==> config.mk <==
export PLATFORM = sky130hd
export DESIGN_NAME = pe_array
export DESIGN_NICKNAME = d
export VERILOG_FILES = /design/src/design/nmcu_pkg.sv /design/src/design/pe_array.sv
export VERILOG_INCLUDE_DIRS = /design/src /design/src/include
export SDC_FILE = /design/constraint.sdc
export NUM_CORES = 2
export LEC_CHECK = 0
export BUFFER_PORTS_ARGS = -buffer_cell sky130_fd_sc_hd__buf_2
export CAP_MARGIN = 20
export CELL_PAD_IN_SITES_DETAIL_PLACEMENT = 1
export CELL_PAD_IN_SITES_GLOBAL_PLACEMENT = 1
export CORE_MARGIN = 2
export CORE_UTILIZATION = 45
export DETAILED_ROUTE_END_ITERATION = 10
export PLACE_DENSITY_LB_ADDON = 0.2
export SLEW_MARGIN = 20
export SYNTH_ARGS = -nofsm -noshare
export SYNTH_HDL_FRONTEND = slang
export SYNTH_SLANG_ARGS = --single-unit
==> constraint.sdc <==
create_clock -name clk -period 6.9 [get_ports clk]
set_input_delay 1.035 -clock clk [delete_from_list [all_inputs] [get_ports clk]]
set_output_delay 1.035 -clock clk [all_outputs]
set_load 0.05 [all_outputs]
==> src/include/nmcu_params.svh <==
// Size macros for the near-memory compute unit, included by the RTL, the package and the testbench
`ifndef NMCU_PARAMS_SVH
`define NMCU_PARAMS_SVH

// Data word carried on the memory and operand paths
`define NMCU_DATA_W 16

// Accumulator width inside each PE
`define NMCU_PSUM_W 32

// Scratchpad address width, 1024 words
`define NMCU_ADDR_W 10

// Width of the N, M and K dimension fields
`define NMCU_LEN_W 8

// Side of the square systolic array
`define NMCU_PE_DIM 2

`endif

==> src/design/nmcu_pkg.sv <==
// Shared types of the compute unit: opcodes, states, instruction, response and memory structs
`include "nmcu_params.svh"

package nmcu_pkg;

    typedef enum logic [2:0] {
        OP_NOP    = 3'd0,
        OP_LOAD   = 3'd1,
        OP_STORE  = 3'd2,
        OP_MATMUL = 3'd3,
        OP_HALT   = 3'd4
    } opcode_e;

    typedef enum logic [1:0] {
        ST_OK     = 2'd0,
        ST_HALTED = 2'd1,
        ST_ERROR  = 2'd2
    } status_e;

    // Host instruction, addr_a doubles as the LOAD/STORE address
    typedef struct packed {
        opcode_e                 opcode;
        logic [`NMCU_ADDR_W-1:0] addr_a;
        logic [`NMCU_ADDR_W-1:0] addr_b;
        logic [`NMCU_ADDR_W-1:0] addr_c;
        logic [`NMCU_DATA_W-1:0] data;
        logic [`NMCU_LEN_W-1:0]  n;
        logic [`NMCU_LEN_W-1:0]  m;
        logic [`NMCU_LEN_W-1:0]  k;
    } instr_t;

    typedef struct packed {
        status_e                 status;
        logic [`NMCU_DATA_W-1:0] data;
    } resp_t;

    typedef struct packed {
        logic                    valid;
        logic                    write;
        logic [`NMCU_ADDR_W-1:0] addr;
        logic [`NMCU_DATA_W-1:0] wdata;
    } mem_req_t;

    typedef struct packed {
        logic                    valid;
        logic [`NMCU_DATA_W-1:0] rdata;
    } mem_rsp_t;

    // One skewed wavefront, entry r goes to row r (or column r)
    typedef logic [`NMCU_PE_DIM-1:0][`NMCU_DATA_W-1:0] operand_vec_t;

    // Accumulators indexed [row][col]
    typedef logic [`NMCU_PE_DIM-1:0][`NMCU_PE_DIM-1:0][`NMCU_PSUM_W-1:0] psum_tile_t;

    typedef enum logic [2:0] {
        IDLE,
        MEM_REQ,
        MEM_WAIT,
        MATMUL,
        RESPOND
    } dec_state_e;

    // DONE is also the resting state between instructions
    typedef enum logic [2:0] {
        FETCH_A,
        FETCH_B,
        STREAM,
        DRAIN,
        STORE_C,
        DONE
    } seq_state_e;

endpackage

==> src/design/pe_array.sv <==
// Output-stationary systolic MAC array, A flows right and B flows down, done marks a drained tile
`timescale 1ns/1ns
`include "nmcu_params.svh"

module pe_array (
    input  logic                   clk,
    input  logic                   rst_n,
    input  logic                   clear_i,
    input  logic                   feed_valid_i,
    input  nmcu_pkg::operand_vec_t a_vec_i,
    input  nmcu_pkg::operand_vec_t b_vec_i,
    output logic                   done_o,
    output nmcu_pkg::psum_tile_t   psum_o
);

    localparam int D = `NMCU_PE_DIM;

    // a_q[r][c] passes A from column c to c+1, b_q[r][c] passes B from row r to r+1
    logic [D-1:0][D-2:0][`NMCU_DATA_W-1:0] a_q;
    logic [D-2:0][D-1:0][`NMCU_DATA_W-1:0] b_q;
    logic [D-1:0][D-1:0][`NMCU_DATA_W-1:0] a_in;
    logic [D-1:0][D-1:0][`NMCU_DATA_W-1:0] b_in;
    nmcu_pkg::psum_tile_t                  acc;
    logic [`NMCU_LEN_W-1:0]                drain_cnt;
    logic                                  shift_en;

    assign shift_en = feed_valid_i || (drain_cnt != '0);
    assign done_o   = !feed_valid_i && (drain_cnt == `NMCU_LEN_W'(1));
    assign psum_o   = acc;

    // Zeros are injected at the edges once feeding stops
    always_comb begin
        for (int r = 0; r < D; r++) begin
            a_in[r][0] = feed_valid_i ? a_vec_i[r] : '0;
            b_in[0][r] = feed_valid_i ? b_vec_i[r] : '0;
            for (int c = 1; c < D; c++) begin
                a_in[r][c] = a_q[r][c-1];
                b_in[c][r] = b_q[c-1][r];
            end
        end
    end

    always_ff @(posedge clk or negedge rst_n) begin
        if (!rst_n) begin
            a_q <= '0;
            b_q <= '0;
        end else if (shift_en) begin
            for (int r = 0; r < D; r++) begin
                for (int c = 0; c < D - 1; c++) begin
                    a_q[r][c] <= a_in[r][c];
                    b_q[c][r] <= b_in[c][r];
                end
            end
        end
    end

    // clear comes with the first beat of a tile, so that beat restarts the sum
    always_ff @(posedge clk) begin
        if (shift_en) begin
            for (int r = 0; r < D; r++) begin
                for (int c = 0; c < D; c++) begin
                    acc[r][c] <= (clear_i ? '0 : acc[r][c])
                        + `NMCU_PSUM_W'(a_in[r][c]) * `NMCU_PSUM_W'(b_in[r][c]);
                end
            end
        end
    end

    // Last wavefront reaches the far corner D-1 cycles after the last beat
    always_ff @(posedge clk or negedge rst_n) begin
        if (!rst_n) begin
            drain_cnt <= '0;
        end else if (feed_valid_i) begin
            drain_cnt <= `NMCU_LEN_W'(D - 1);
        end else if (drain_cnt != '0) begin
            drain_cnt <= drain_cnt - 1'b1;
        end
    end

endmodule

==> run metrics <==
status complete, no violations; CTS tree built; sequential fraction of design power ~13%; Post-Route WL between 100000 and 150000 microns; worst hold margin between 0.2 and 0.3 ns; Leakage 27.8 nW; FILL cells about 12000; Hold WC Path Type in2async; Core Box Area about 0.10 sq mm; I/O Buffers 196; Slew Limit Headroom between 30% and 40%; clock root buffer master clkbuf_16; CP max FO 16; Crit path buffers/inverters 5; drt wl/cell about 20 microns; clk buf depth 2; area leader, netlist fa_1; routability cong. approximately 0.9; CP dominant cell by count fa_1; final routed DRC violation total 0; RSZ-0062 raised after global routing yes; H-tree depth 4; combinational share of power between 80% and 90%; Power Dens Cells between 400 and 500 mW/mm^2; die height ~320 microns; Top FF cell, synth edfxtp_1; crit-path max cell delay around 0.54 ns; ys async rst share a little over a third; Max Cap Viol 0; Yosys Warn Count 0; IO Pins between 150 and 200; final setup TNS 0 ns; Post-CTS Repair Setup Buffers 0; Final WS setup approximately 0.14 ns; syn_area_per_cell around 9.2 sq um; DR vias/cell ~5.2; Setup CP Type in2reg; final hold vios 0; overall routing resource usage roughly 27%; 1st-iter DRT viols between 2000 and 2500; Netlist Area Pre-Place roughly 0.045 sq mm; EDFF count, synth around 130; clk slew on worst S/H paths approximately 0.11 ns; fin. max-slew vios 0; Final period util between 90% and 100%; Crit path max-delay family adder cells; drt first pass iters 5; first-pass GRT wire length ~220000 microns; Synth cell types 72; Net Sw Frac between 50 and 60%; pin count of the biggest net entering global routing between 80 and 90; Yosys reg bits 200; DIE AREA a little over 0.1 sq mm; Synth Net Count 6289; GR Overflow Total 0; antenna violations before repair 9; share of cells above drive strength 1 between 10% and 20%; Setup crit start feed_valid_i; Worst EP arrival between 7 and 8 ns; crit-path cells buf_12 > buf_6 > and2_1 > nand2_1 > fa_1 > fa_1 > fa_1 > inv_1 > fa_1 > fa_1 > inv_1 > fa_1 > inv_1 > ha_1 > a21o_1 > a21oi_1 > o21ai_2 > a221o_1 > a21o_1 > a311oi_2 > o21ai_1 > xor2_1; RR Startpoint b_in[43]; Yosys top cell area share between 30% and 40%; worst endpoint required time about 7.2 ns; Clock power frac 5.6%; total CTS buffers 17; NetSw around 11 mW; Final min period about 6.8 ns; Die X approximately 320 microns; Slowest-stage cell, CP fa_1; Crit. End Element register; fin nets 6676; ranking of synthesized cells by area fa_1, ha_1, inv_1; Worst-Margin Slew 1.01 ns; design internal power 10.1 mW; DP HPWL roughly 110000 microns; Syn-to-layout area delta 12.6%; remaining antenna violation count 0; share of the yosys chip area belonging to registers between 10% and 20%; fmax approximately 0.15 GHz; cell row count roughly 120; effective utilization at floorplan 45.2%; post-route design area roughly 0.05 sq mm; pre-CTS setup slack -0.687 ns; TritonCTS Sinks 200; VDD IR max roughly 0.00047 V; Final Skew approximately 0.020 ns; worst skew pair latency between 0.5 and 0.6 ns; Post-Syn Instances between 4000 and 5000; vias in the first global route ~39000; setup violators final 0; CP Launch Type input pin; DR vias roughly 35000; DP Area 0.0502 sq mm
-- layout make-up --
type                       count  area (sq um)  share of cell area [%]
antenna                        1          2.50                 0.00492
tap                         1298          1620                    3.19
timing repair buffer         618          4280                    8.42
clock inverter                14           170                   0.335
clock buffer                  18           429                   0.844
sequential                   200          5650                    11.1
inverter                    1229          4620                    9.08
multi-input combinational   3244         34100                    67.0
-- synth_stat cells (all sizes together) (23+ instances only) --
library cell,count
o21ai,53
inv,1229
a21o,111
and3,365
edfxtp,128
nor2,65
nand2,611
xor2,23
nand3,45
clkbuf,243
and2,158
nor2b,67
ha,398
fa,900
a21oi,90
dfrtp,72
xnor2,97
nand2b,84
-- kinds of logic after synthesis --
group                    after synthesis  share of synthesized area, %
multiplexers                           2                        0.0443
AO/OA/AOI/OAI                        375                          5.66
flip-flops                           200                          12.5
buffers and inverters               1479                          12.3
adder cells (fa/ha/maj)             1298                          50.9
XOR/XNOR                             120                          2.33
AND/OR/NAND/NOR                     1449                          16.3
-- worst paths after layout --
| path | to | slack (ns) | depth (start not counted) |
|---|---|---|---|
| worst max-delay path | psum_o[94] | 0.14 | 22 |
| worst min-delay path | b_in[50] | 0.28 | 1 |
| worst max register to register | psum_o[94] | 0.32 | 19 |
| worst min register to register | a_in[16] | 0.50 | 1 |
| max in group asynchronous | a_in[57] | 5.50 | 2 |
| min in group clk | a_in[16] | 0.50 | 1 |
-- power by group through the flow --
stage / combinational [mW] / clock [mW] / sequential [mW]
global route: 19.0 / 1.23 / 2.87
floorplan: 9.77 / 0 / 3.94
global placement: 16.4 / 0 / 2.82
finish: 16.9 / 1.16 / 2.80
detailed placement: 16.9 / 0 / 2.82
CTS: 17.0 / 1.20 / 2.81
-- timing repair --
action                     CTS  global route
setup endpoints to repair    2            25
hold buffers                 0             0
pin swaps                    0             2
resized for setup            1            37
-- registers in the layout (all words and copies together) (netlist names) --
name / flops
a_in: 32
b_in: 32
drain_cnt: 8
psum_o: 128
-- stage by stage --
stage | utilization (%) | instances | total power [mW]
final | 50.9 | 6622 | 20.9
after global routing | 50.9 | 6622 | 23.0
after CTS | 50.8 | 6621 | 21.0
after detailed placement | 50.2 | 6589 | 19.7
after global placement | 50.2 | 6589 | 19.2
after floorplan | - | 4923 | 13.7
-- cell usage in the layout, fill, tap and decap left out, types with 23 or more instances in the layout --
cell / Yosys / final
inv_1: 1229 / 1228
buf_2: 3 / 193
xor2_1: 23 / 23
o21ai_0: 40 / 38
a21o_1: 111 / 111
a21oi_1: 89 / 87
buf_4: 0 / 413
nand2_1: 611 / 611
nand3_1: 45 / 45
ha_1: 398 / 396
and2_1: 150 / 138
edfxtp_1: 128 / 128
dfrtp_1: 72 / 65
and3_1: 365 / 365
nor2_1: 65 / 64
nor2b_1: 67 / 67
xnor2_1: 97 / 97
fa_1: 900 / 900
nand2b_1: 84 / 84
-- metal layers --
metal | global-route usage, % | up-vias | part of all wire, %
met2 | 46.9 | 720 | 50
li1 | - | 15663 | -
met1 | 35.6 | 18165 | 43
met3 | 3.51 | 177 | 4.2
met4 | 7.06 | 14 | 2.4
met5 | 0 | - | 0.062
Note: power is estimated with default switching activity, not from simulation.
