<file path="src/include/nmcu_params.svh">
// Size macros for the near-memory compute unit, included by the RTL, the package and the testbench
`ifndef NMCU_PARAMS_SVH
`define NMCU_PARAMS_SVH

// Data word carried on the memory and operand paths
`define NMCU_DATA_W 16

// Accumulator width inside each PE
`define NMCU_PSUM_W 32

// Scratchpad address width, 1024 words
`define NMCU_ADDR_W 10

// Width of the N, M and K dimension fields
`define NMCU_LEN_W 8

// Side of the square systolic array
`define NMCU_PE_DIM 2

`endif

</file>
<file path="src/design/nmcu_pkg.sv">
// Shared types of the compute unit: opcodes, states, instruction, response and memory structs
`include "nmcu_params.svh"

package nmcu_pkg;

    typedef enum logic [2:0] {
        OP_NOP    = 3'd0,
        OP_LOAD   = 3'd1,
        OP_STORE  = 3'd2,
        OP_MATMUL = 3'd3,
        OP_HALT   = 3'd4
    } opcode_e;

    typedef enum logic [1:0] {
        ST_OK     = 2'd0,
        ST_HALTED = 2'd1,
        ST_ERROR  = 2'd2
    } status_e;

    // Host instruction, addr_a doubles as the LOAD/STORE address
    typedef struct packed {
        opcode_e                 opcode;
        logic [`NMCU_ADDR_W-1:0] addr_a;
        logic [`NMCU_ADDR_W-1:0] addr_b;
        logic [`NMCU_ADDR_W-1:0] addr_c;
        logic [`NMCU_DATA_W-1:0] data;
        logic [`NMCU_LEN_W-1:0]  n;
        logic [`NMCU_LEN_W-1:0]  m;
        logic [`NMCU_LEN_W-1:0]  k;
    } instr_t;

    typedef struct packed {
        status_e                 status;
        logic [`NMCU_DATA_W-1:0] data;
    } resp_t;

    typedef struct packed {
        logic                    valid;
        logic                    write;
        logic [`NMCU_ADDR_W-1:0] addr;
        logic [`NMCU_DATA_W-1:0] wdata;
    } mem_req_t;

    typedef struct packed {
        logic                    valid;
        logic [`NMCU_DATA_W-1:0] rdata;
    } mem_rsp_t;

    // One skewed wavefront, entry r goes to row r (or column r)
    typedef logic [`NMCU_PE_DIM-1:0][`NMCU_DATA_W-1:0] operand_vec_t;

    // Accumulators indexed [row][col]
    typedef logic [`NMCU_PE_DIM-1:0][`NMCU_PE_DIM-1:0][`NMCU_PSUM_W-1:0] psum_tile_t;

    typedef enum logic [2:0] {
        IDLE,
        MEM_REQ,
        MEM_WAIT,
        MATMUL,
        RESPOND
    } dec_state_e;

    // DONE is also the resting state between instructions
    typedef enum logic [2:0] {
        FETCH_A,
        FETCH_B,
        STREAM,
        DRAIN,
        STORE_C,
        DONE
    } seq_state_e;

endpackage

</file>
<file path="src/design/cu_decoder.sv">
// Instruction decoder of the compute unit, runs LOAD/STORE itself and hands MATMUL to the sequencer
`timescale 1ns/1ns
`include "nmcu_params.svh"

module cu_decoder (
    input  logic               clk,
    input  logic               rst_n,
    input  logic               instr_valid_i,
    input  nmcu_pkg::instr_t   instr_i,
    output logic               busy_o,
    output logic               resp_valid_o,
    output nmcu_pkg::resp_t    resp_o,
    output nmcu_pkg::mem_req_t mem_req_o,
    input  nmcu_pkg::mem_rsp_t mem_rsp_i,
    output logic               mm_start_o,
    output nmcu_pkg::instr_t   mm_instr_o,
    input  logic               mm_done_i,
    input  nmcu_pkg::mem_req_t mm_req_i,
    output nmcu_pkg::mem_rsp_t mm_rsp_o
);

    nmcu_pkg::dec_state_e    state;
    nmcu_pkg::instr_t        instr_q;
    logic [`NMCU_DATA_W-1:0] rdata_q;
    logic                    mm_start_q;
    nmcu_pkg::mem_req_t      own_req;

    always_ff @(posedge clk or negedge rst_n) begin
        if (!rst_n) begin
            state      <= nmcu_pkg::IDLE;
            mm_start_q <= 1'b0;
        end else begin
            mm_start_q <= 1'b0;
            case (state)
                nmcu_pkg::IDLE: begin
                    if (instr_valid_i) begin
                        case (instr_i.opcode)
                            nmcu_pkg::OP_LOAD,
                            nmcu_pkg::OP_STORE: state <= nmcu_pkg::MEM_REQ;
                            nmcu_pkg::OP_MATMUL: begin
                                state      <= nmcu_pkg::MATMUL;
                                mm_start_q <= 1'b1;
                            end
                            // NOP, HALT and unknown opcodes answer right away
                            default: state <= nmcu_pkg::RESPOND;
                        endcase
                    end
                end
                nmcu_pkg::MEM_REQ: state <= nmcu_pkg::MEM_WAIT;
                nmcu_pkg::MEM_WAIT: begin
                    if (mem_rsp_i.valid) begin
                        state <= nmcu_pkg::RESPOND;
                    end
                end
                nmcu_pkg::MATMUL: begin
                    if (mm_done_i) begin
                        state <= nmcu_pkg::RESPOND;
                    end
                end
                default: state <= nmcu_pkg::IDLE;
            endcase
        end
    end

    always_ff @(posedge clk) begin
        if (state == nmcu_pkg::IDLE && instr_valid_i) begin
            instr_q <= instr_i;
        end
        if (state == nmcu_pkg::MEM_WAIT && mem_rsp_i.valid) begin
            rdata_q <= mem_rsp_i.rdata;
        end
    end

    always_comb begin
        own_req.valid = (state == nmcu_pkg::MEM_REQ);
        own_req.write = (instr_q.opcode == nmcu_pkg::OP_STORE);
        own_req.addr  = instr_q.addr_a;
        own_req.wdata = instr_q.data;
    end

    // Memory port belongs to the sequencer for the whole MATMUL
    assign mem_req_o      = (state == nmcu_pkg::MATMUL) ? mm_req_i : own_req;
    assign mm_rsp_o.valid = mem_rsp_i.valid && (state == nmcu_pkg::MATMUL);
    assign mm_rsp_o.rdata = mem_rsp_i.rdata;
    assign mm_start_o     = mm_start_q;
    assign mm_instr_o     = instr_q;

    assign busy_o       = (state != nmcu_pkg::IDLE);
    assign resp_valid_o = (state == nmcu_pkg::RESPOND);

    always_comb begin
        case (instr_q.opcode)
            nmcu_pkg::OP_NOP,
            nmcu_pkg::OP_LOAD,
            nmcu_pkg::OP_STORE,
            nmcu_pkg::OP_MATMUL: resp_o.status = nmcu_pkg::ST_OK;
            nmcu_pkg::OP_HALT:   resp_o.status = nmcu_pkg::ST_HALTED;
            default:             resp_o.status = nmcu_pkg::ST_ERROR;
        endcase
        // Only LOAD returns data
        resp_o.data = (instr_q.opcode == nmcu_pkg::OP_LOAD) ? rdata_q : '0;
    end

endmodule

</file>
<file path="config.mk">
export PLATFORM = sky130hd
export DESIGN_NAME = cu_decoder
export DESIGN_NICKNAME = d
export VERILOG_FILES = /design/src/design/nmcu_pkg.sv /design/src/design/cu_decoder.sv
export VERILOG_INCLUDE_DIRS = /design/src /design/src/include
export SDC_FILE = /design/constraint.sdc
export NUM_CORES = 1
export LEC_CHECK = 0
export BUFFER_PORTS_ARGS = -buffer_cell sky130_fd_sc_hd__buf_2
export CORE_AREA = 2 2 100 102
export DETAILED_ROUTE_END_ITERATION = 7
export DIE_AREA = 0 0 102 104
export HOLD_SLACK_MARGIN = 0.12
export PLACE_DENSITY = 0.75
export SYNTH_ARGS = -nofsm -noshare
export SYNTH_HDL_FRONTEND = slang
export SYNTH_SLANG_ARGS = --single-unit
</file>
<file path="constraint.sdc">
create_clock -name clk -period 3.6 [get_ports clk]
set_input_delay 0.36 -clock clk [delete_from_list [all_inputs] [get_ports clk]]
set_output_delay 0.36 -clock clk [all_outputs]
set_load 0.05 [all_outputs]
</file>
==> results of run 1 <==
## state kept, by name, indices dropped and copies added, names as in the netlist
signal,cells
rdata_q,16
state,3
mm_instr_o,73
mm_start_o,1
## critical path, cell delays in order (launching register included)
cell,delay (ps)
dfrtp_1,430
nand3b_2,830
mux2_2,560
buf_2,220
## cell type report
| type | count | share of cell area [%] |
|---|---|---|
| multi-input combinational | 64 | 11.68 |
| clock inverter | 7 | 1.451 |
| inverter | 3 | 0.2213 |
| tap | 133 | 3.270 |
| clock buffer | 9 | 2.434 |
| timing repair buffer | 264 | 26.46 |
| sequential | 93 | 54.49 |
## timing repair
item,CTS,global route
gates resized for setup,0,0
hold buffers,1,0
hold endpoints to repair,4,0
## through the flow
| step | power (mW) | setup WS (ps) |
|---|---|---|
| 2_1_floorplan | 2.862 | 728.1 |
| 3_3_place_gp | 3.236 | 1254 |
| 3_5_place_dp | 3.260 | 1187 |
| 4_1_cts | 3.943 | 773.8 |
| 5_1_grt | 4.061 | 696.3 |
| 6_report | 3.904 | 839.8 |
## layer usage
metal | vias to the layer above | share of wire, %
met3 | 12 | 12
met5 | - | 0
li1 | 1177 | -
met4 | 0 | 1.8
met2 | 158 | 51
met1 | 1172 | 35
## worst max path at each step
| stage | start | to | depth (start not counted) |
|---|---|---|---|
| 4_1_cts | state[2] | mem_req_o[9] | 3 |
| 3_3_place_gp | state[2] | mem_req_o[21] | 3 |
| 6_report | state[2] | mem_req_o[9] | 3 |
| 3_5_place_dp | state[2] | mem_req_o[9] | 3 |
| 2_1_floorplan | mm_instr_o[72] | resp_o[17] | 2 |
| 5_1_grt | state[2] | mem_req_o[9] | 3 |
## cells in the mapped netlist, drive strengths merged
master,count,area share (%)
or2b,1,0.21
buf,19,4.2
or4b,1,0.39
nor4b,1,0.25
a32o,1,0.28
inv,3,0.32
nor3,2,0.28
clkbuf,1,0.11
and2,16,2.8
o21bai,1,0.21
nand4b,1,0.25
nor2b,1,0.18
mux2,28,9.8
nand3b,1,0.32
a221oi,1,0.25
and3,1,0.18
dfrtp,4,2.8
edfxtp,89,76
o22ai,1,0.18
nor3b,3,0.64
nand2,2,0.21
nor2,2,0.21
## cell families after synthesis
group                  after synthesis
AOI/OAI and AO/OA                    4
DFF                                 93
buffers and inverters               23
muxes                               28
and+or+nand+nor                     32
## power by group through the flow
stage	registers (mW)	clock network [mW]	logic, mW
finish	1.56	0.684	1.66
global route	1.58	0.749	1.73
CTS	1.56	0.704	1.68
floorplan	2.16	0	0.698
detailed placement	1.58	0	1.68
global placement	1.57	0	1.66
==> impl_metrics.env, run 1 <==
export IMPL_outcome="finished, final reports clean"
export IMPL_cp_max_fo=29
export IMPL_slew_headroom_pct=37.69
export IMPL_busiest_layer="met2"
export IMPL_clkPwrFrac_pct=17.5
export IMPL_p_leak_nw=2.324
export IMPL_n_antenna_cell=0
export IMPL_first_global_vias=2519
export IMPL_p_int_mw=2.155
export IMPL_slew_viol_final=0
export IMPL_rsz0062_at_grt="no"
export IMPL_grt_pass1_wl_um=12040
export IMPL_synthMuxAreaShare_pct=9.801
export IMPL_cp_arrival_ps=2400
export IMPL_syn_area_mm2=0.003523
export IMPL_antenna_found_initial=0
export IMPL_met3_usage_pct=7.056
export IMPL_drive_gt1_share_pct=70.45
export IMPL_wl_um=8364
export IMPL_cp_start_kind="register"
export IMPL_ff2ff_path_depth=3
export IMPL_final_cell_mix="buf_2 (260), edfxtp_1 (89), mux2_2 (20), and2_1 (16), clkbuf_8 (9)"
export IMPL_insertion_delay_ps=360
export IMPL_use_met2_pct=26.41
export IMPL_hold_slack_ps=167.4
export IMPL_placed_area_mm2=0.004881
export IMPL_hold_path_class="input pin to register"
export IMPL_synth_xor_area_share_pct=0
export IMPL_clockRootBuffer="clkbuf_8"
export IMPL_grtUsageMet1_pct=15.20
export IMPL_powerDensity_mw_per_mm2=767.3
export IMPL_rrSetupSlack_ps=1440
export IMPL_io_pins=261
export IMPL_gr_total_overflow=0
export IMPL_vias=2519
export IMPL_synth_fp_nets=302
export IMPL_hpwl_um=6583
export IMPL_first_iter_violations=81
export IMPL_track_usage_pct=15.10
export IMPL_post_synth_num_cell_types=25
export IMPL_seq_area_frac_synth_pct=78.69
export IMPL_cts_sinks=93
export IMPL_ys_warn_count=0
export IMPL_final_core_util_pct=53.29
export IMPL_min_to="mm_instr_o[18]"
export IMPL_cts_tree="built"
export IMPL_synth_area_per_cell_um2=19.57
export IMPL_clock_fmax_mhz=362.3
export IMPL_grt_max_degree=49
export IMPL_ys_seq_elements=93
export IMPL_final_common_cell="buf_2"
export IMPL_min_period_over_period_pct=76.67
export IMPL_switchingPower_mw=1.750
export IMPL_r2r_start="state[1]"
export IMPL_wl_per_cell_um=14.60
export IMPL_start_util_pct=36.90
export IMPL_ant_nets=0
export IMPL_cts_buffers=9
export IMPL_hold_viol=0
export IMPL_layout_cells_non_filler=573
export IMPL_fp_dieH_um=104
export IMPL_syn2layout_area_growth_pct=44.42
export IMPL_swShare_pct=44.81
export IMPL_die_w_um=102
export IMPL_synth_compound_area_share_pct=0.9233
export IMPL_die_area_mm2=0.01061
export IMPL_io_buffers=260
export IMPL_critPathKind="register to primary output"
export IMPL_maxCapViolCount=0
export IMPL_setup_viol=0
export IMPL_clockBufferDepth=2
export IMPL_ir_drop_mv=0.5452
export IMPL_via_per_inst=4.396
export IMPL_comb_power_share_pct=42.6
export IMPL_fin_crit_ps=2760
export IMPL_worstMarginPinSlew_ps=929.7
export IMPL_ff_latch_area_mm2=0.002773
export IMPL_final_setup_skew_ps=14.19
export IMPL_nNetsFinal=557
export IMPL_timing_rr_end="mm_instr_o[29]"
export IMPL_seqPwrFrac_pct=39.8
export IMPL_drtPass1Iterations=5
export IMPL_cp_end_kind="primary output"
export IMPL_coreArea_mm2=0.009549
export IMPL_synth_top_family_by_area="multiplexers"
export IMPL_rows=36
export IMPL_clk_pin_slew_ps=100
export IMPL_finalInstanceArea_mm2=0.005089
export IMPL_drc=0
export IMPL_hp_start="instr_i[18]"
export IMPL_post_cts_buffers=0
export IMPL_yosys_area_share_adder_pct=0
export IMPL_post_place_cells=556
export IMPL_h_tree_depth=3
export IMPL_worstPathRequired_ps=3240
export IMPL_synth_simple_area_share_pct=5.966
export IMPL_multi_input_area_um2=594.3
export IMPL_holdPathStages=1
export IMPL_fillers=837
export IMPL_globalplace_congestion=0.8287
export IMPL_synthCells=180
export IMPL_tns_ps=0
Note: power is estimated with default switching activity, not from simulation.
==> run 2: changes to the inputs <==
--- a/config.mk
+++ b/config.mk
@@ -7,11 +7,10 @@
 export NUM_CORES = 1
 export LEC_CHECK = 0
 export BUFFER_PORTS_ARGS = -buffer_cell sky130_fd_sc_hd__buf_2
-export CORE_AREA = 2 2 100 102
+export CORE_UTILIZATION = 36
 export DETAILED_ROUTE_END_ITERATION = 7
-export DIE_AREA = 0 0 102 104
 export HOLD_SLACK_MARGIN = 0.12
-export PLACE_DENSITY = 0.75
+export PLACE_DENSITY = 0.76
 export SYNTH_ARGS = -nofsm -noshare
 export SYNTH_HDL_FRONTEND = slang
 export SYNTH_SLANG_ARGS = --single-unit
==> constraint.sdc (replaced) <==
create_clock -name clk -period 2.3 [get_ports clk]
set_input_delay 0.23 -clock clk [delete_from_list [all_inputs] [get_ports clk]]
set_output_delay 0.23 -clock clk [all_outputs]
set_load 0.05 [all_outputs]
==> run 2 against run 1 <==
Against the previous run:
- critical path depth rose by 1
- clock-buffer cell count grew 1
- sequential share of layout area is 8.2 points lower
- clock power up 43%
- global-route usage is 4.5 points higher
- largest cell class unchanged
- sequential power grew 57%
- first-iteration DRC count down 42%
- cell area increased by 18%
- flip-flop and latch count unchanged
==> impl_metrics.env, run 2 (synthesized netlist as in run 1, its figures left out) <==
export IMPL_post_cts_buffers=0
export IMPL_grt_max_degree=43
export IMPL_final_core_util_pct=63.95
export IMPL_final_setup_skew_ps=11.75
export IMPL_p_leak_nw=2.701
export IMPL_powerDensity_mw_per_mm2=1035
export IMPL_crit_path_top_delay_cell="dfrtp_1"
export IMPL_final_cell_mix="buf_2 (260), dlygate4sd3_1 (91), edfxtp_1 (89), mux2_2 (20), and2_1 (16)"
export IMPL_rsz0062_at_grt="no"
export IMPL_final_common_cell="buf_2"
export IMPL_clock_fmax_mhz=456.9
export IMPL_insertion_delay_ps=350
export IMPL_cts_sinks=93
export IMPL_via_per_inst=4.421
export IMPL_coreArea_mm2=0.009371
export IMPL_io_pins=261
export IMPL_h_tree_depth=3
export IMPL_drive_gt1_share_pct=58.83
export IMPL_critPathKind="register to primary output"
export IMPL_setup_viol=0
export IMPL_clockBufferDepth=2
export IMPL_hold_buffers=91
export IMPL_gr_total_overflow=0
export IMPL_track_usage_pct=19.60
export IMPL_die_w_um=100.9
export IMPL_outcome="finished, final reports clean"
export IMPL_min_period_over_period_pct=95.15
export IMPL_vias=2922
export IMPL_first_global_vias=3023
export IMPL_worstMarginPinSlew_ps=424.8
export IMPL_wl_um=10430
export IMPL_start_util_pct=37.60
export IMPL_rrSetupSlack_ps=400
export IMPL_syn2layout_area_growth_pct=70.10
export IMPL_n_antenna_cell=0
export IMPL_grt_pass1_wl_um=14590
export IMPL_nNetsFinal=649
export IMPL_maxCapViolCount=0
export IMPL_clockRootBuffer="clkbuf_8"
export IMPL_slew_headroom_pct=71.68
export IMPL_wl_per_cell_um=15.78
export IMPL_largest_reg_flops=73
export IMPL_tns_ps=0
export IMPL_cts_buffers=9
export IMPL_use_met2_pct=37.72
export IMPL_cp_arrival_ps=1960
export IMPL_cp_max_fo=29
export IMPL_finalPower_mw=6.203
export IMPL_path_cells="nand3b_2 -> buf_4 -> mux2_2 -> buf_2"
export IMPL_hold_viol=0
export IMPL_cts_resized=0
export IMPL_ff2ff_path_depth=3
export IMPL_io_buffers=260
export IMPL_drtPass1Iterations=4
export IMPL_fillers=708
export IMPL_die_area_mm2=0.01019
export IMPL_max_stage_delay_ps=450
export IMPL_busiest_layer="met2"
export IMPL_clk_pin_slew_ps=80
export IMPL_hpwl_um=6514
export IMPL_fin_crit_ps=2189
export IMPL_grtUsageMet1_pct=18.35
export IMPL_cp_start_kind="register"
export IMPL_drc=0
export IMPL_placed_area_mm2=0.004908
export IMPL_ant_nets=0
export IMPL_first_iter_violations=47
export IMPL_fp_dieH_um=100.9
export IMPL_ir_drop_mv=0.7318
export IMPL_rows=35
export IMPL_globalplace_congestion=0.7313
export IMPL_hold_path_class="input pin to asynchronous set/reset pin"
export IMPL_cp_end_kind="primary output"
export IMPL_worstPathRequired_ps=2070
export IMPL_antenna_found_initial=0
export IMPL_cts_tree="built"
export IMPL_slew_viol_final=0
export IMPL_met3_usage_pct=6.588
export IMPL_finalInstanceArea_mm2=0.005993
[run 2: cell count changes in the layout (fill, tap and decap cells not counted), sizes merged]
cell         delta
clkbuf          +1
buf             +2
bufinv          -1
dlygate4sd3    +90
[run 2: area by class of cell]
cell class	count	area (um^2)	share of cell area [%]
flip-flops and latches	93	2773	46.26
multi-input cells	64	608.1	10.15
clock buffers	10	127.6	2.129
well taps	129	161.4	2.693
inverters	3	15.01	0.2505
repair buffers	356	2262	37.75
clock inverters	6	46.29	0.7724
[run 2: metal layers]
metal	part of all wire, %	wire length (um)	up-vias
met5	0	0	-
met1	35	3630	1362
met2	54	5596	179
met3	8.8	923	25
li1	-	-	1356
met4	2.7	280	0
[run 2: final timing paths]
path | from | end
worst max-delay path | state[2] | mem_req_o[15]
worst min-delay path | rst_n | state[1]
worst max register to register | state[1] | mm_instr_o[38]
worst min register to register | state[2] | state[1]
max in group asynchronous | rst_n | state[0]
min in group clk | instr_valid_i | state[1]
[run 2: power by group]
group	switching (mW)	total, mW	internal, mW
Sequential	0.148	2.45	2.30
Combinational	2.09	2.77	0.686
Clock	0.579	0.981	0.401
[run 2: critical path, delay by kind of cell (launching register included)]
kind                   cells  cell delay, ps
buffers and inverters      2             590
DFF                        1             450
muxes                      1             400
and+or+nand+nor            1             160
[run 2: per-stage QoR]
| stage | std cells | setup WS, ps | hold slack [ps] |
|---|---|---|---|
| after floorplan | 180 | 160.9 | -65.59 |
| after global placement | 554 | 475.2 | 42.58 |
| after CTS | 661 | 113.7 | 198.7 |
| after detailed placement | 554 | 432.4 | 43.81 |
| final | 661 | 111.5 | 206.7 |
| after global routing | 661 | 19.97 | 186.2 |
