[src/include/nmcu_params.svh]
// Size macros for the near-memory compute unit, included by the RTL, the package and the testbench
`ifndef NMCU_PARAMS_SVH
`define NMCU_PARAMS_SVH

// Data word carried on the memory and operand paths
`define NMCU_DATA_W 16

// Accumulator width inside each PE
`define NMCU_PSUM_W 32

// Scratchpad address width, 1024 words
`define NMCU_ADDR_W 10

// Width of the N, M and K dimension fields
`define NMCU_LEN_W 8

// Side of the square systolic array
`define NMCU_PE_DIM 2

`endif

[src/design/nmcu_pkg.sv]
// Shared types of the compute unit: opcodes, states, instruction, response and memory structs
`include "nmcu_params.svh"

package nmcu_pkg;

    typedef enum logic [2:0] {
        OP_NOP    = 3'd0,
        OP_LOAD   = 3'd1,
        OP_STORE  = 3'd2,
        OP_MATMUL = 3'd3,
        OP_HALT   = 3'd4
    } opcode_e;

    typedef enum logic [1:0] {
        ST_OK     = 2'd0,
        ST_HALTED = 2'd1,
        ST_ERROR  = 2'd2
    } status_e;

    // Host instruction, addr_a doubles as the LOAD/STORE address
    typedef struct packed {
        opcode_e                 opcode;
        logic [`NMCU_ADDR_W-1:0] addr_a;
        logic [`NMCU_ADDR_W-1:0] addr_b;
        logic [`NMCU_ADDR_W-1:0] addr_c;
        logic [`NMCU_DATA_W-1:0] data;
        logic [`NMCU_LEN_W-1:0]  n;
        logic [`NMCU_LEN_W-1:0]  m;
        logic [`NMCU_LEN_W-1:0]  k;
    } instr_t;

    typedef struct packed {
        status_e                 status;
        logic [`NMCU_DATA_W-1:0] data;
    } resp_t;

    typedef struct packed {
        logic                    valid;
        logic                    write;
        logic [`NMCU_ADDR_W-1:0] addr;
        logic [`NMCU_DATA_W-1:0] wdata;
    } mem_req_t;

    typedef struct packed {
        logic                    valid;
        logic [`NMCU_DATA_W-1:0] rdata;
    } mem_rsp_t;

    // One skewed wavefront, entry r goes to row r (or column r)
    typedef logic [`NMCU_PE_DIM-1:0][`NMCU_DATA_W-1:0] operand_vec_t;

    // Accumulators indexed [row][col]
    typedef logic [`NMCU_PE_DIM-1:0][`NMCU_PE_DIM-1:0][`NMCU_PSUM_W-1:0] psum_tile_t;

    typedef enum logic [2:0] {
        IDLE,
        MEM_REQ,
        MEM_WAIT,
        MATMUL,
        RESPOND
    } dec_state_e;

    // DONE is also the resting state between instructions
    typedef enum logic [2:0] {
        FETCH_A,
        FETCH_B,
        STREAM,
        DRAIN,
        STORE_C,
        DONE
    } seq_state_e;

endpackage

[src/design/matmul_sequencer.sv]
// Tile loop of the MATMUL instruction, fetches A and B tiles, streams them and writes back C
`timescale 1ns/1ns
`include "nmcu_params.svh"

module matmul_sequencer (
    input  logic                   clk,
    input  logic                   rst_n,
    input  logic                   start_i,
    input  nmcu_pkg::instr_t       instr_i,
    output logic                   done_o,
    output nmcu_pkg::mem_req_t     mem_req_o,
    input  nmcu_pkg::mem_rsp_t     mem_rsp_i,
    output logic                   pe_clear_o,
    output logic                   pe_feed_valid_o,
    output nmcu_pkg::operand_vec_t pe_a_vec_o,
    output nmcu_pkg::operand_vec_t pe_b_vec_o,
    input  logic                   pe_done_i,
    input  nmcu_pkg::psum_tile_t   pe_psum_i
);

    localparam int D = `NMCU_PE_DIM;

    nmcu_pkg::seq_state_e             state;
    logic [`NMCU_LEN_W-1:0]           i_t;
    logic [`NMCU_LEN_W-1:0]           j_t;
    logic [`NMCU_LEN_W-1:0]           k_t;
    logic [`NMCU_LEN_W-1:0]           idx;
    logic [`NMCU_LEN_W-1:0]           row;
    logic [`NMCU_LEN_W-1:0]           col;
    logic [`NMCU_LEN_W-1:0]           stream_cnt;
    logic                             pending;
    logic                             last_elem;
    nmcu_pkg::operand_vec_t [D-1:0]   a_buf;
    nmcu_pkg::operand_vec_t [D-1:0]   b_buf;

    // Element index inside the current tile, row-major
    assign row       = `NMCU_LEN_W'(idx / D);
    assign col       = `NMCU_LEN_W'(idx % D);
    assign last_elem = (idx == `NMCU_LEN_W'(D * D - 1));

    // One element per request, the next one only after its response
    always_comb begin
        mem_req_o.valid = !pending && (state == nmcu_pkg::FETCH_A
            || state == nmcu_pkg::FETCH_B || state == nmcu_pkg::STORE_C);
        mem_req_o.write = (state == nmcu_pkg::STORE_C);
        mem_req_o.wdata = pe_psum_i[row][col][`NMCU_DATA_W-1:0];
        case (state)
            nmcu_pkg::FETCH_B: mem_req_o.addr = instr_i.addr_b
                + `NMCU_ADDR_W'((k_t * D + row) * instr_i.m + j_t * D + col);
            nmcu_pkg::STORE_C: mem_req_o.addr = instr_i.addr_c
                + `NMCU_ADDR_W'((i_t * D + row) * instr_i.m + j_t * D + col);
            default: mem_req_o.addr = instr_i.addr_a
                + `NMCU_ADDR_W'((i_t * D + row) * instr_i.k + k_t * D + col);
        endcase
    end

    // Row r of A and column r of B enter r beats late
    always_comb begin
        int ka;
        pe_feed_valid_o = (state == nmcu_pkg::STREAM);
        pe_clear_o      = pe_feed_valid_o && (stream_cnt == '0) && (k_t == '0);
        for (int r = 0; r < D; r++) begin
            ka = int'(stream_cnt) - r;
            if (pe_feed_valid_o && ka >= 0 && ka < D) begin
                pe_a_vec_o[r] = a_buf[r][ka];
                pe_b_vec_o[r] = b_buf[ka][r];
            end else begin
                pe_a_vec_o[r] = '0;
                pe_b_vec_o[r] = '0;
            end
        end
    end

    always_ff @(posedge clk or negedge rst_n) begin
        if (!rst_n) begin
            state      <= nmcu_pkg::DONE;
            i_t        <= '0;
            j_t        <= '0;
            k_t        <= '0;
            idx        <= '0;
            stream_cnt <= '0;
            pending    <= 1'b0;
            done_o     <= 1'b0;
        end else begin
            done_o <= 1'b0;
            if (mem_req_o.valid) begin
                pending <= 1'b1;
            end else if (mem_rsp_i.valid) begin
                pending <= 1'b0;
            end
            case (state)
                nmcu_pkg::DONE: begin
                    if (start_i) begin
                        i_t   <= '0;
                        j_t   <= '0;
                        k_t   <= '0;
                        idx   <= '0;
                        state <= nmcu_pkg::FETCH_A;
                    end
                end
                nmcu_pkg::FETCH_A: begin
                    if (mem_rsp_i.valid) begin
                        idx <= last_elem ? '0 : idx + 1'b1;
                        if (last_elem) begin
                            state <= nmcu_pkg::FETCH_B;
                        end
                    end
                end
                nmcu_pkg::FETCH_B: begin
                    if (mem_rsp_i.valid) begin
                        idx <= last_elem ? '0 : idx + 1'b1;
                        if (last_elem) begin
                            stream_cnt <= '0;
                            state      <= nmcu_pkg::STREAM;
                        end
                    end
                end
                nmcu_pkg::STREAM: begin
                    if (stream_cnt == `NMCU_LEN_W'(2 * D - 2)) begin
                        state <= nmcu_pkg::DRAIN;
                    end else begin
                        stream_cnt <= stream_cnt + 1'b1;
                    end
                end
                nmcu_pkg::DRAIN: begin
                    // K loop ends here, the finished tile is written back
                    if (pe_done_i) begin
                        if ((k_t + 1) * D >= instr_i.k) begin
                            k_t   <= '0;
                            state <= nmcu_pkg::STORE_C;
                        end else begin
                            k_t   <= k_t + 1'b1;
                            state <= nmcu_pkg::FETCH_A;
                        end
                    end
                end
                nmcu_pkg::STORE_C: begin
                    if (mem_rsp_i.valid) begin
                        idx <= last_elem ? '0 : idx + 1'b1;
                        if (last_elem) begin
                            state <= nmcu_pkg::FETCH_A;
                            if ((j_t + 1) * D < instr_i.m) begin
                                j_t <= j_t + 1'b1;
                            end else if ((i_t + 1) * D < instr_i.n) begin
                                j_t <= '0;
                                i_t <= i_t + 1'b1;
                            end else begin
                                state  <= nmcu_pkg::DONE;
                                done_o <= 1'b1;
                            end
                        end
                    end
                end
                default: state <= nmcu_pkg::DONE;
            endcase
        end
    end

    // Tile buffers
    always_ff @(posedge clk) begin
        if (mem_rsp_i.valid && state == nmcu_pkg::FETCH_A) begin
            a_buf[row][col] <= mem_rsp_i.rdata;
        end
        if (mem_rsp_i.valid && state == nmcu_pkg::FETCH_B) begin
            b_buf[row][col] <= mem_rsp_i.rdata;
        end
    end

endmodule

[config.mk]
export PLATFORM = sky130hd
export DESIGN_NAME = matmul_sequencer
export DESIGN_NICKNAME = d
export VERILOG_FILES = /design/src/design/nmcu_pkg.sv /design/src/design/matmul_sequencer.sv
export VERILOG_INCLUDE_DIRS = /design/src /design/src/include
export SDC_FILE = /design/constraint.sdc
export NUM_CORES = 1
export LEC_CHECK = 0
export ABC_CLOCK_PERIOD_IN_PS = 9920
export BUFFER_PORTS_ARGS = -buffer_cell sky130_fd_sc_hd__buf_2
export CORE_UTILIZATION = 57
export DETAILED_ROUTE_END_ITERATION = 6
export PLACE_DENSITY = 0.83
export SYNTH_ARGS = -nofsm -noshare
export SYNTH_HDL_FRONTEND = slang
export SYNTH_SLANG_ARGS = --single-unit
[constraint.sdc]
create_clock -name clk -period 9.92 [get_ports clk]
set_input_delay 1.984 -clock clk [delete_from_list [all_inputs] [get_ports clk]]
set_output_delay 1.984 -clock clk [all_outputs]
set_load 0.005 [all_outputs]
==> results.sh, run 1 <==
export IMPL_start_kind="flip-flop"
export IMPL_numPortBuffers=233
export IMPL_postRouteAntennaNets=0
export IMPL_grtUsageTotal=0.2874
export IMPL_start_util=0.5833
export IMPL_cts_sinks=173
export IMPL_maxCapViolations=0
export IMPL_p_leak_nw=7.960
export IMPL_netlist_instances=1429
export IMPL_syn_area_mm2=0.01477
export IMPL_synth_edf_count=128
export IMPL_drc=0
export IMPL_max_freq_mhz=105.6
export IMPL_max_stage_delay_ns=0.56
export IMPL_grt_pass1_wl_mm=58.21
export IMPL_path_class="flip-flop to output pin"
export IMPL_synth_common_cells="inv_1 (246), edfxtp_1 (128), nand2_1 (126)"
export IMPL_critPathRequiredTime_ns=7.94
export IMPL_via_count=11400
export IMPL_syn_area_per_cell_um2=10.34
export IMPL_cts_tree="done"
export IMPL_holdCritPathClass="flip-flop to flip-flop"
export IMPL_drt_wl_total_mm=36.97
export IMPL_fill_cells=1864
export IMPL_arrival_ns=7.49
export IMPL_wl_met3_mm=2.715
export IMPL_yosysSeqAreaShare=0.3366
export IMPL_crit_path_end_kind="output pin"
export IMPL_drive_gt1_frac=0.1960
export IMPL_highest_layer="met4"
export IMPL_ys_top_cells_by_area="edfxtp_1 (26%), fa_1 (16%), ha_1 (9.7%)"
export IMPL_drtPass1Iterations=5
export IMPL_coreArea_mm2=0.02533
export IMPL_cts_max_path_buffers=2
export IMPL_route_met2_wl_mm=18.99
export IMPL_cts_max_level=4
export IMPL_rsz0062_at_grt="false"
export IMPL_fin_tns_setup_ns=0
export IMPL_worstMarginPinSlew_ns=1.063
export IMPL_die_w_um=163.0
export IMPL_m1WireLength_mm=14.16
export IMPL_rows=58
export IMPL_drt_iter0_markers=838
export IMPL_period_needed_ns=9.472
export IMPL_syn_num_nets=1881
export IMPL_ir_drop_v=0.0003939
export IMPL_hold_ws_ns=0.4805
export IMPL_dpl_instance_area_mm2=0.01632
export IMPL_synthDistinctLibCells=75
export IMPL_nets=2103
export IMPL_path_cells="inv_1, fa_1, and2b_4, o311a_1, o21ai_2, nand3_1, nor2b_2, nand2_1, fa_1, inv_1, fa_1, fa_1, fa_1, inv_1, fa_1, inv_1, ha_1, o41ai_1, xnor3_1, xnor3_1, nand2_1, o221ai_1, buf_2"
export IMPL_cp_max_fo=7
export IMPL_dpl_worst_slack_ns=0.7170
export IMPL_ys_warn_count=0
export IMPL_fin_area_mm2=0.01687
export IMPL_fin_skew_ns=0.006443
export IMPL_hold_buffers=0
export IMPL_synth_main_ff_cell="edfxtp_1"
export IMPL_clkTransAtPathRegs_ns=0.06
export IMPL_gp_congestion=0.9001
export IMPL_p_total_mw=6.227
export IMPL_grt_max_degree=59
export IMPL_grt_pass1_vias=11890
export IMPL_crit_path_frequent_cell="fa_1"
export IMPL_finalHoldViolCount=0
export IMPL_numCtsBuffers=17
export IMPL_root_buffer="clkbuf_16"
export IMPL_dieArea_mm2=0.02657
export IMPL_synth_seq_cells=173
export IMPL_powerDensity_mw_per_mm2=369.1
export IMPL_clkLatencyLatePin_ns=0.44
export IMPL_vias_per_cell=5.712
export IMPL_maxSlewHeadroom=0.2916
export IMPL_async_reset_ff_frac=0.2601
export IMPL_post_cts_setup_buffers=0
export IMPL_routedWlPerCell_um=18.53
export IMPL_antenna_found_initial=1
export IMPL_crit_slowest_cell="fa_1"
export IMPL_slew_viol_final=0
export IMPL_die_h_um=163.0
export IMPL_place_hpwl_mm=27.85
export IMPL_synth_area_leader_cell="edfxtp_1"
export IMPL_synth_most_common_cell="inv_1"
export IMPL_status="complete, no violations"
export IMPL_min_period_over_period=0.9549
export IMPL_timing_final_ws_setup_ns=0.4479
export IMPL_grt_overflow=0
export IMPL_synth_top_area_share=0.2602
export IMPL_setup_violations=0
export IMPL_io_pins=317
export IMPL_syn2layout_area_growth_pct=14.19
export IMPL_cts_resized=0
==> layout by cell type, fill, tap and decap left out, drive strengths merged, types with 12 or more instances in the layout <==
cell type and n:
fa 116, inv 250, nor2 118, nor3 23, nand3 28, mux2i 68, nand2b 27, xor2 20
o21ai 41, nand2 126, a21oi 32, xnor2 65, buf 249, mux4 16, edfxtp 128, ha 114
dfrtp 43, and2 41, nand4 12, clkbuf 18
==> state kept, by name, summed over array words and instances (netlist names) <==
| name | flops |
|---|---|
| a_buf | 64 |
| pending | 1 |
| j_t | 8 |
| state | 3 |
| idx | 8 |
| b_buf | 64 |
| i_t | 8 |
| stream_cnt | 8 |
| k_t | 8 |
| done_o | 1 |
==> cells by family (layout without fill, tap and decap cells) <==
group,after synthesis,in the layout,synth area share
other cells,0,2,0
flops,173,173,0.3366
fa+ha+maj,230,230,0.2537
buf+inv,292,526,0.07487
compound gates,150,150,0.06944
simple gates,408,408,0.1324
mux,85,85,0.07122
xor+xnor,91,91,0.06182
==> final timing paths <==
kind / startpoint / end / slack, ns / depth (start not counted)
worst min register to register: pending$_DFFE_PN0P_ / pending$_DFFE_PN0P_ / 0.48 / 1
max in group asynchronous: rst_n / stream_cnt[0]$_DFFE_PN0P_ / 7.43 / 1
worst min-delay path: pending$_DFFE_PN0P_ / pending$_DFFE_PN0P_ / 0.48 / 1
worst max-delay path: idx[3]$_DFFE_PN0P_ / mem_req_o[25] / 0.45 / 23
min in group asynchronous: rst_n / pending$_DFFE_PN0P_ / 1.72 / 1
worst max register to register: j_t[0]$_DFFE_PN0P_ / j_t[1]$_DFFE_PN0P_ / 6.44 / 10
==> power by group <==
group | leakage, nW | total (mW) | internal [mW] | switching, mW
Sequential | 1.71 | 0.979 | 0.856 | 0.123
Combinational | 5.98 | 4.62 | 2.16 | 2.46
Clock | 0.268 | 0.624 | 0.345 | 0.279
Total | 7.96 | 6.23 | 3.36 | 2.86
==> routing by layer <==
metal / GRT usage / vias up
li1: - / 5172
met1: 0.3515 / 5597
met2: 0.5004 / 537
met3: 0.04584 / 89
met4: 0.1266 / 0
met5: 0 / -
==> worst max-delay path, delay by kind of cell (launching register included) <==
kind / cells / cell delay (ns)
compound gates: 4 / 0.83
xor+xnor: 2 / 0.89
fa+ha+maj: 7 / 3.20
buf+inv: 5 / 0.53
flops: 1 / 0.54
simple gates: 5 / 1.05
==> cell type report <==
type	instances	area (um2)	share of cell area
Multi-Input combinational cell	964	8721	0.5169
Sequential cell	173	4977	0.2950
Timing Repair Buffer	249	1286	0.07624
Inverter	246	923.4	0.05474
Clock buffer	18	429.2	0.02544
Tap cell	330	412.9	0.02448
Clock inverter	13	115.1	0.006823
Antenna cell	2	5.005	0.0002967
==> metrics by stage <==
stage | utilization | std cells
floorplan | - | 1429
global placement | 0.6443 | 1962
detailed placement | 0.6443 | 1962
CTS | 0.6658 | 1993
global route | 0.6659 | 1993
finish | 0.6661 | 1995
Power figures use the tool's default switching activity.
==> run 2: changes to the inputs <==
Settings changed: CORE_ASPECT_RATIO set to 1.75.
==> run 2 against run 1 <==
  * Wire length grew 4.9%
  * Total power grew 2.8%
  * Sequential share of layout area is essentially flat
  * Sequential power grew 0.5%
  * Die area is essentially flat
  * Clock power grew 3%
  * First-iteration DRC count shrank 11%
  * Core utilization is essentially flat
  * Design area is essentially flat
  * Maximum frequency shrank 0.35%
  * Register-to-register slack gained 0.11 ns
  * Largest power group unchanged
==> results.sh, run 2 (same netlist as run 1, synthesis figures left out) <==
export IMPL_fill_cells=1961
export IMPL_routedWlPerCell_um=19.56
export IMPL_hold_buffers=0
export IMPL_hold_ws_ns=0.4758
export IMPL_rows=77
export IMPL_final_common_cell="inv_1"
export IMPL_vias_per_cell=5.733
export IMPL_dieArea_mm2=0.02659
export IMPL_slew_viol_final=0
export IMPL_finalHoldViolCount=0
export IMPL_mostFrequentLayoutCells="inv_1 (246), buf_2 (233), edfxtp_1 (128)"
export IMPL_status="complete, no violations"
export IMPL_powerDensity_mw_per_mm2=379.4
export IMPL_min_period_over_period=0.9582
export IMPL_p_leak_nw=7.968
export IMPL_worstMarginPinSlew_ns=1.267
export IMPL_maxCapViolations=0
export IMPL_via_count=11360
export IMPL_hold_path_startpoint="pending$_DFFE_PN0P_"
export IMPL_clock_power_share=0.100
export IMPL_postRouteAntennaNets=0
export IMPL_combPwrFrac=0.746
export IMPL_top_regs="a_buf x64, b_buf x64"
export IMPL_reg2reg_setup_slack_ns=6.55
export IMPL_place_hpwl_mm=30.49
export IMPL_grt_pass1_wl_mm=61.42
export IMPL_ir_drop_v=0.0003101
export IMPL_coreArea_mm2=0.02534
export IMPL_die_h_um=215.0
export IMPL_nets=2103
export IMPL_drt_iter0_markers=746
export IMPL_sw_frac_of_total=0.4667
export IMPL_r2r_start="j_t[0]$_DFFE_PN0P_"
export IMPL_reg2reg_depth=10
export IMPL_drive_gt1_frac=0.1971
export IMPL_path_class="flip-flop to output pin"
export IMPL_internal_power_mw=3.415
export IMPL_io_pins=317
export IMPL_pwr_share_seq=0.154
export IMPL_start_kind="flip-flop"
export IMPL_maxSlewHeadroom=0.1555
export IMPL_drtPass1Iterations=5
export IMPL_cts_max_path_buffers=2
export IMPL_fin_skew_ns=0.006794
export IMPL_holdCritPathClass="flip-flop to flip-flop"
export IMPL_antenna_found_initial=5
export IMPL_drt_wl_total_mm=38.76
export IMPL_grtUsageTotal=0.3053
export IMPL_instances_no_fill=1982
export IMPL_startpoint="idx[2]$_DFFE_PN0P_"
export IMPL_numPortBuffers=233
export IMPL_root_buffer="clkbuf_16"
export IMPL_drc=0
export IMPL_clkTransAtPathRegs_ns=0.07
export IMPL_die_w_um=123.7
export IMPL_syn2layout_area_growth_pct=14.24
export IMPL_timing_rr_end="j_t[3]$_DFFE_PN0P_"
export IMPL_clkLatencyLatePin_ns=0.42
export IMPL_cp_max_fo=7
export IMPL_fin_tns_setup_ns=0
export IMPL_p_switching_mw=2.989
export IMPL_hold_depth=1
export IMPL_grt_max_degree=65
export IMPL_cts_tree="done"
export IMPL_cts_max_level=4
export IMPL_grt_pass1_vias=12040
export IMPL_critPathRequiredTime_ns=7.94
export IMPL_rsz0062_at_grt="false"
export IMPL_start_util=0.5831
export IMPL_post_cts_setup_buffers=0
export IMPL_min_to="pending$_DFFE_PN0P_"
export IMPL_placed_cells=1948
export IMPL_period_needed_ns=9.505
export IMPL_cts_sinks=173
export IMPL_max_freq_mhz=105.2
export IMPL_arrival_ns=7.52
export IMPL_grt_overflow=0
export IMPL_crit_path_end_kind="output pin"
export IMPL_numCtsBuffers=17
export IMPL_gp_congestion=0.9916
export IMPL_setup_violations=0
==> run 2: cell types whose count changed in the layout (fill, tap and decap cells not counted) <==
cell	before	now
clkinv_4	2	0
bufinv_16	1	2
clkinv_1	2	1
clkinvlp_4	1	2
clkinv_2	3	4
clkinvlp_2	0	1
==> run 2: worst max-delay path: stages, from the launching register on <==
cell	delay [ns]
dfrtp_1	0.55
ha_1	0.26
inv_1	0.07
fa_1	0.40
and2b_4	0.29
o311a_1	0.17
o21ai_2	0.07
nand3_1	0.11
nor2b_2	0.37
nand2_1	0.14
fa_1	0.52
inv_1	0.06
fa_1	0.52
fa_1	0.46
fa_1	0.55
inv_1	0.06
fa_1	0.49
inv_1	0.04
ha_1	0.34
nor3_1	0.18
nor2_1	0.06
o41ai_1	0.06
xnor3_1	0.44
xnor3_1	0.44
nand2_1	0.10
o221ai_1	0.16
buf_2	0.17
==> run 2: cell type report <==
class / count / area, um2 / share of cell area
well taps: 316 / 395.4 / 0.02342
multi-input cells: 964 / 8721 / 0.5167
flip-flops and latches: 173 / 4977 / 0.2949
repair buffers: 249 / 1286 / 0.07620
diodes: 2 / 5.005 / 0.0002965
clock inverters: 14 / 141.4 / 0.008377
inverters: 246 / 923.4 / 0.05471
clock buffers: 18 / 429.2 / 0.02543
==> run 2: through the flow <==
| stage | utilization | power (mW) | worst slack, ns | area (um2) |
|---|---|---|---|---|
| floorplan | - | 4.401 | 1.322 | 14770 |
| global placement | 0.6433 | 5.510 | 0.7095 | 16300 |
| detailed placement | 0.6433 | 5.680 | 0.7226 | 16300 |
| CTS | 0.6658 | 6.341 | 0.2551 | 16870 |
| global route | 0.6660 | 6.999 | 0.09657 | 16880 |
| finish | 0.6661 | 6.403 | 0.4148 | 16880 |
==> run 2: per-layer routing <==
| metal | global-route usage | part of all wire |
|---|---|---|
| met5 | 0 | 0.00031 |
| met3 | 0.06741 | 0.059 |
| met2 | 0.5354 | 0.53 |
| met1 | 0.3274 | 0.35 |
| met4 | 0.1795 | 0.060 |
==> run 2: power groups by stage <==
stage | logic, mW | clock network [mW] | registers [mW]
2_1_floorplan | 3.48 | 0 | 0.920
3_3_place_gp | 4.52 | 0 | 0.986
3_5_place_dp | 4.69 | 0 | 0.994
4_1_cts | 4.71 | 0.650 | 0.980
5_1_grt | 5.32 | 0.682 | 0.995
6_report | 4.78 | 0.643 | 0.984
==> run 2: worst max path at each step <==
stage                               end
after CTS                 mem_req_o[25]
after global placement    mem_req_o[25]
final                     mem_req_o[25]
after detailed placement  mem_req_o[25]
after global routing      mem_req_o[25]
after floorplan           mem_req_o[25]
==> run 2: repair_timing <==
item,4_1_cts,5_1_grt
endpoints found under the setup margin,0,1
endpoints found under the hold margin,0,0
resized for setup,0,1
==> run 3: changes to the inputs <==
Settings changed: ABC_CLOCK_PERIOD_IN_PS 9920 to not set, CORE_MARGIN set to 2.
==> run 3 against run 2 <==
  * First-iteration DRC count decreased by 12%
  * Total power decreased by 1.0%
  * Non-clock buffer count decreased by 1
  * Setup slack got worse by 0.12 ns
  * Maximum frequency decreased by 1.3%
  * Cell count unchanged
  * Critical path type unchanged
==> results.sh, run 3 (same netlist as run 1, synthesis figures left out) <==
export IMPL_fin_skew_ns=0.01064
export IMPL_p_switching_mw=2.927
export IMPL_p_leak_nw=7.949
export IMPL_path_class="flip-flop to output pin"
export IMPL_die_h_um=217.0
export IMPL_finalHoldViolCount=0
export IMPL_status="complete, no violations"
export IMPL_grt_max_degree=65
export IMPL_sw_frac_of_total=0.4618
export IMPL_period_needed_ns=9.629
export IMPL_mostFrequentLayoutCells="inv_1 (246), buf_2 (233), edfxtp_1 (128)"
export IMPL_clkLatencyLatePin_ns=0.42
export IMPL_pwr_share_seq=0.155
export IMPL_cts_max_level=4
export IMPL_maxSlewHeadroom=0.1688
export IMPL_dieArea_mm2=0.02727
export IMPL_internal_power_mw=3.412
export IMPL_r2r_start="j_t[0]$_DFFE_PN0P_"
export IMPL_drt_wl_total_mm=38.60
export IMPL_drt_iter0_markers=657
export IMPL_powerDensity_mw_per_mm2=376.1
export IMPL_nets=2102
export IMPL_multi_input_area_mm2=0.008718
export IMPL_rows=78
export IMPL_maxCapViolations=0
export IMPL_grtUsageTotal=0.2890
export IMPL_hold_depth=1
export IMPL_regArea_mm2=0.004977
export IMPL_min_to="pending$_DFFE_PN0P_"
export IMPL_hold_ws_ns=0.4714
export IMPL_cp_max_fo=7
export IMPL_hold_buffers=0
export IMPL_fill_cells=1988
export IMPL_fin_area_mm2=0.01685
export IMPL_grt_pass1_vias=12230
export IMPL_syn2layout_area_growth_pct=14.08
export IMPL_drive_gt1_frac=0.1939
export IMPL_slew_viol_final=0
export IMPL_die_w_um=125.7
export IMPL_io_pins=317
export IMPL_max_freq_mhz=103.9
export IMPL_vias_per_cell=5.695
export IMPL_hold_path_startpoint="pending$_DFFE_PN0P_"
export IMPL_top_regs="a_buf x64, b_buf x64"
export IMPL_rsz0062_at_grt="false"
export IMPL_numCtsBuffers=17
export IMPL_clkTransAtPathRegs_ns=0.06
export IMPL_drtPass1Iterations=7
export IMPL_dpl_instance_area_mm2=0.01630
export IMPL_reg2reg_depth=10
export IMPL_coreArea_mm2=0.02567
export IMPL_routedWlPerCell_um=19.48
export IMPL_setup_violations=0
export IMPL_timing_rr_end="j_t[3]$_DFFE_PN0P_"
export IMPL_holdCritPathClass="flip-flop to flip-flop"
export IMPL_place_hpwl_mm=30.47
export IMPL_final_common_cell="inv_1"
export IMPL_via_count=11290
export IMPL_cts_tree="done"
export IMPL_grt_pass1_wl_mm=61.67
export IMPL_start_util=0.5756
export IMPL_cts_max_path_buffers=2
export IMPL_min_period_over_period=0.9707
export IMPL_post_cts_setup_buffers=0
export IMPL_grt_overflow=0
export IMPL_postRouteAntennaNets=0
export IMPL_reg2reg_setup_slack_ns=6.55
export IMPL_ir_drop_v=0.0002534
export IMPL_p_total_mw=6.339
export IMPL_gp_congestion=0.9614
export IMPL_fin_tns_setup_ns=0
export IMPL_clock_power_share=0.099
export IMPL_arrival_ns=7.64
export IMPL_combPwrFrac=0.746
export IMPL_critPathRequiredTime_ns=7.94
export IMPL_cts_resized=0
export IMPL_crit_path_end_kind="output pin"
export IMPL_antenna_found_initial=4
export IMPL_numPortBuffers=233
export IMPL_cts_sinks=173
export IMPL_worstMarginPinSlew_ns=1.247
export IMPL_drc=0
export IMPL_root_buffer="clkbuf_16"
export IMPL_start_kind="flip-flop"
## run 3: cell types whose count changed in the layout (fill, tap and decap cells not counted), sizes merged
cell      change
buf           -1
diode         -1
clkbuf        +2
clkinvlp      -1
inv           -2
clkinv        -1
## run 3: cell type report
cell class	instances	share of cell area
multi-input combinational	964	0.5173
sequential	173	0.2953
timing repair buffer	248	0.07587
inverter	246	0.05479
clock buffer	20	0.02591
tap	320	0.02376
clock inverter	10	0.006904
antenna	1	0.0001485
## run 3: stage by stage
step                      setup WS [ns]  cells  utilization
final                            0.2910   1982       0.6566
after global routing           0.003919   1981       0.6565
after floorplan                   1.322   1429            -
after CTS                        0.3270   1981       0.6565
after detailed placement         0.7332   1951       0.6350
after global placement           0.7132   1951       0.6350
## run 3: worst max-delay path, cell delays in order (launching register included)
cell and delay, ns:
dfrtp_1 0.54, ha_1 0.24, inv_1 0.06, fa_1 0.40, and2b_4 0.29, o311a_1 0.17
o21ai_2 0.08, nand3_1 0.11, nor2b_1 0.53, nand2_1 0.15, fa_1 0.52, inv_1 0.07
fa_1 0.53, fa_1 0.46, fa_1 0.55, inv_1 0.07, fa_1 0.51, inv_1 0.04
ha_1 0.33, o21a_1 0.15, nor2_1 0.04, a21oi_1 0.31, xor2_1 0.21, xnor2_1 0.15
xnor3_1 0.27, o221ai_1 0.27, buf_2 0.17
## run 3: metal layers
| metal | share of wire | track usage | wire length, um |
|---|---|---|---|
| met4 | 0.060 | 0.1741 | 2323 |
| met3 | 0.059 | 0.06096 | 2294 |
| met5 | 0.0010 | 0 | 39 |
| met2 | 0.54 | 0.5229 | 20820 |
| met1 | 0.34 | 0.3051 | 13120 |
## run 3: power by group through the flow
stage,combinational (mW),sequential [mW],clock [mW]
after floorplan,3.48,0.920,0
after global placement,4.53,0.987,0
after detailed placement,4.69,0.993,0
after CTS,4.73,0.979,0.637
after global routing,5.21,0.996,0.663
final,4.73,0.983,0.627
## run 3: worst max-delay path by stage
| stage | from | to | slack [ns] | cells after the start |
|---|---|---|---|---|
| floorplan | instr_i[1] | mem_req_o[25] | 1.32 | 20 |
| global placement | instr_i[8] | mem_req_o[25] | 0.71 | 20 |
| detailed placement | instr_i[8] | mem_req_o[25] | 0.73 | 20 |
| CTS | idx[2]$_DFFE_PN0P_ | mem_req_o[25] | 0.33 | 26 |
| global route | idx[2]$_DFFE_PN0P_ | mem_req_o[25] | 0.004 | 26 |
| finish | idx[2]$_DFFE_PN0P_ | mem_req_o[25] | 0.29 | 26 |
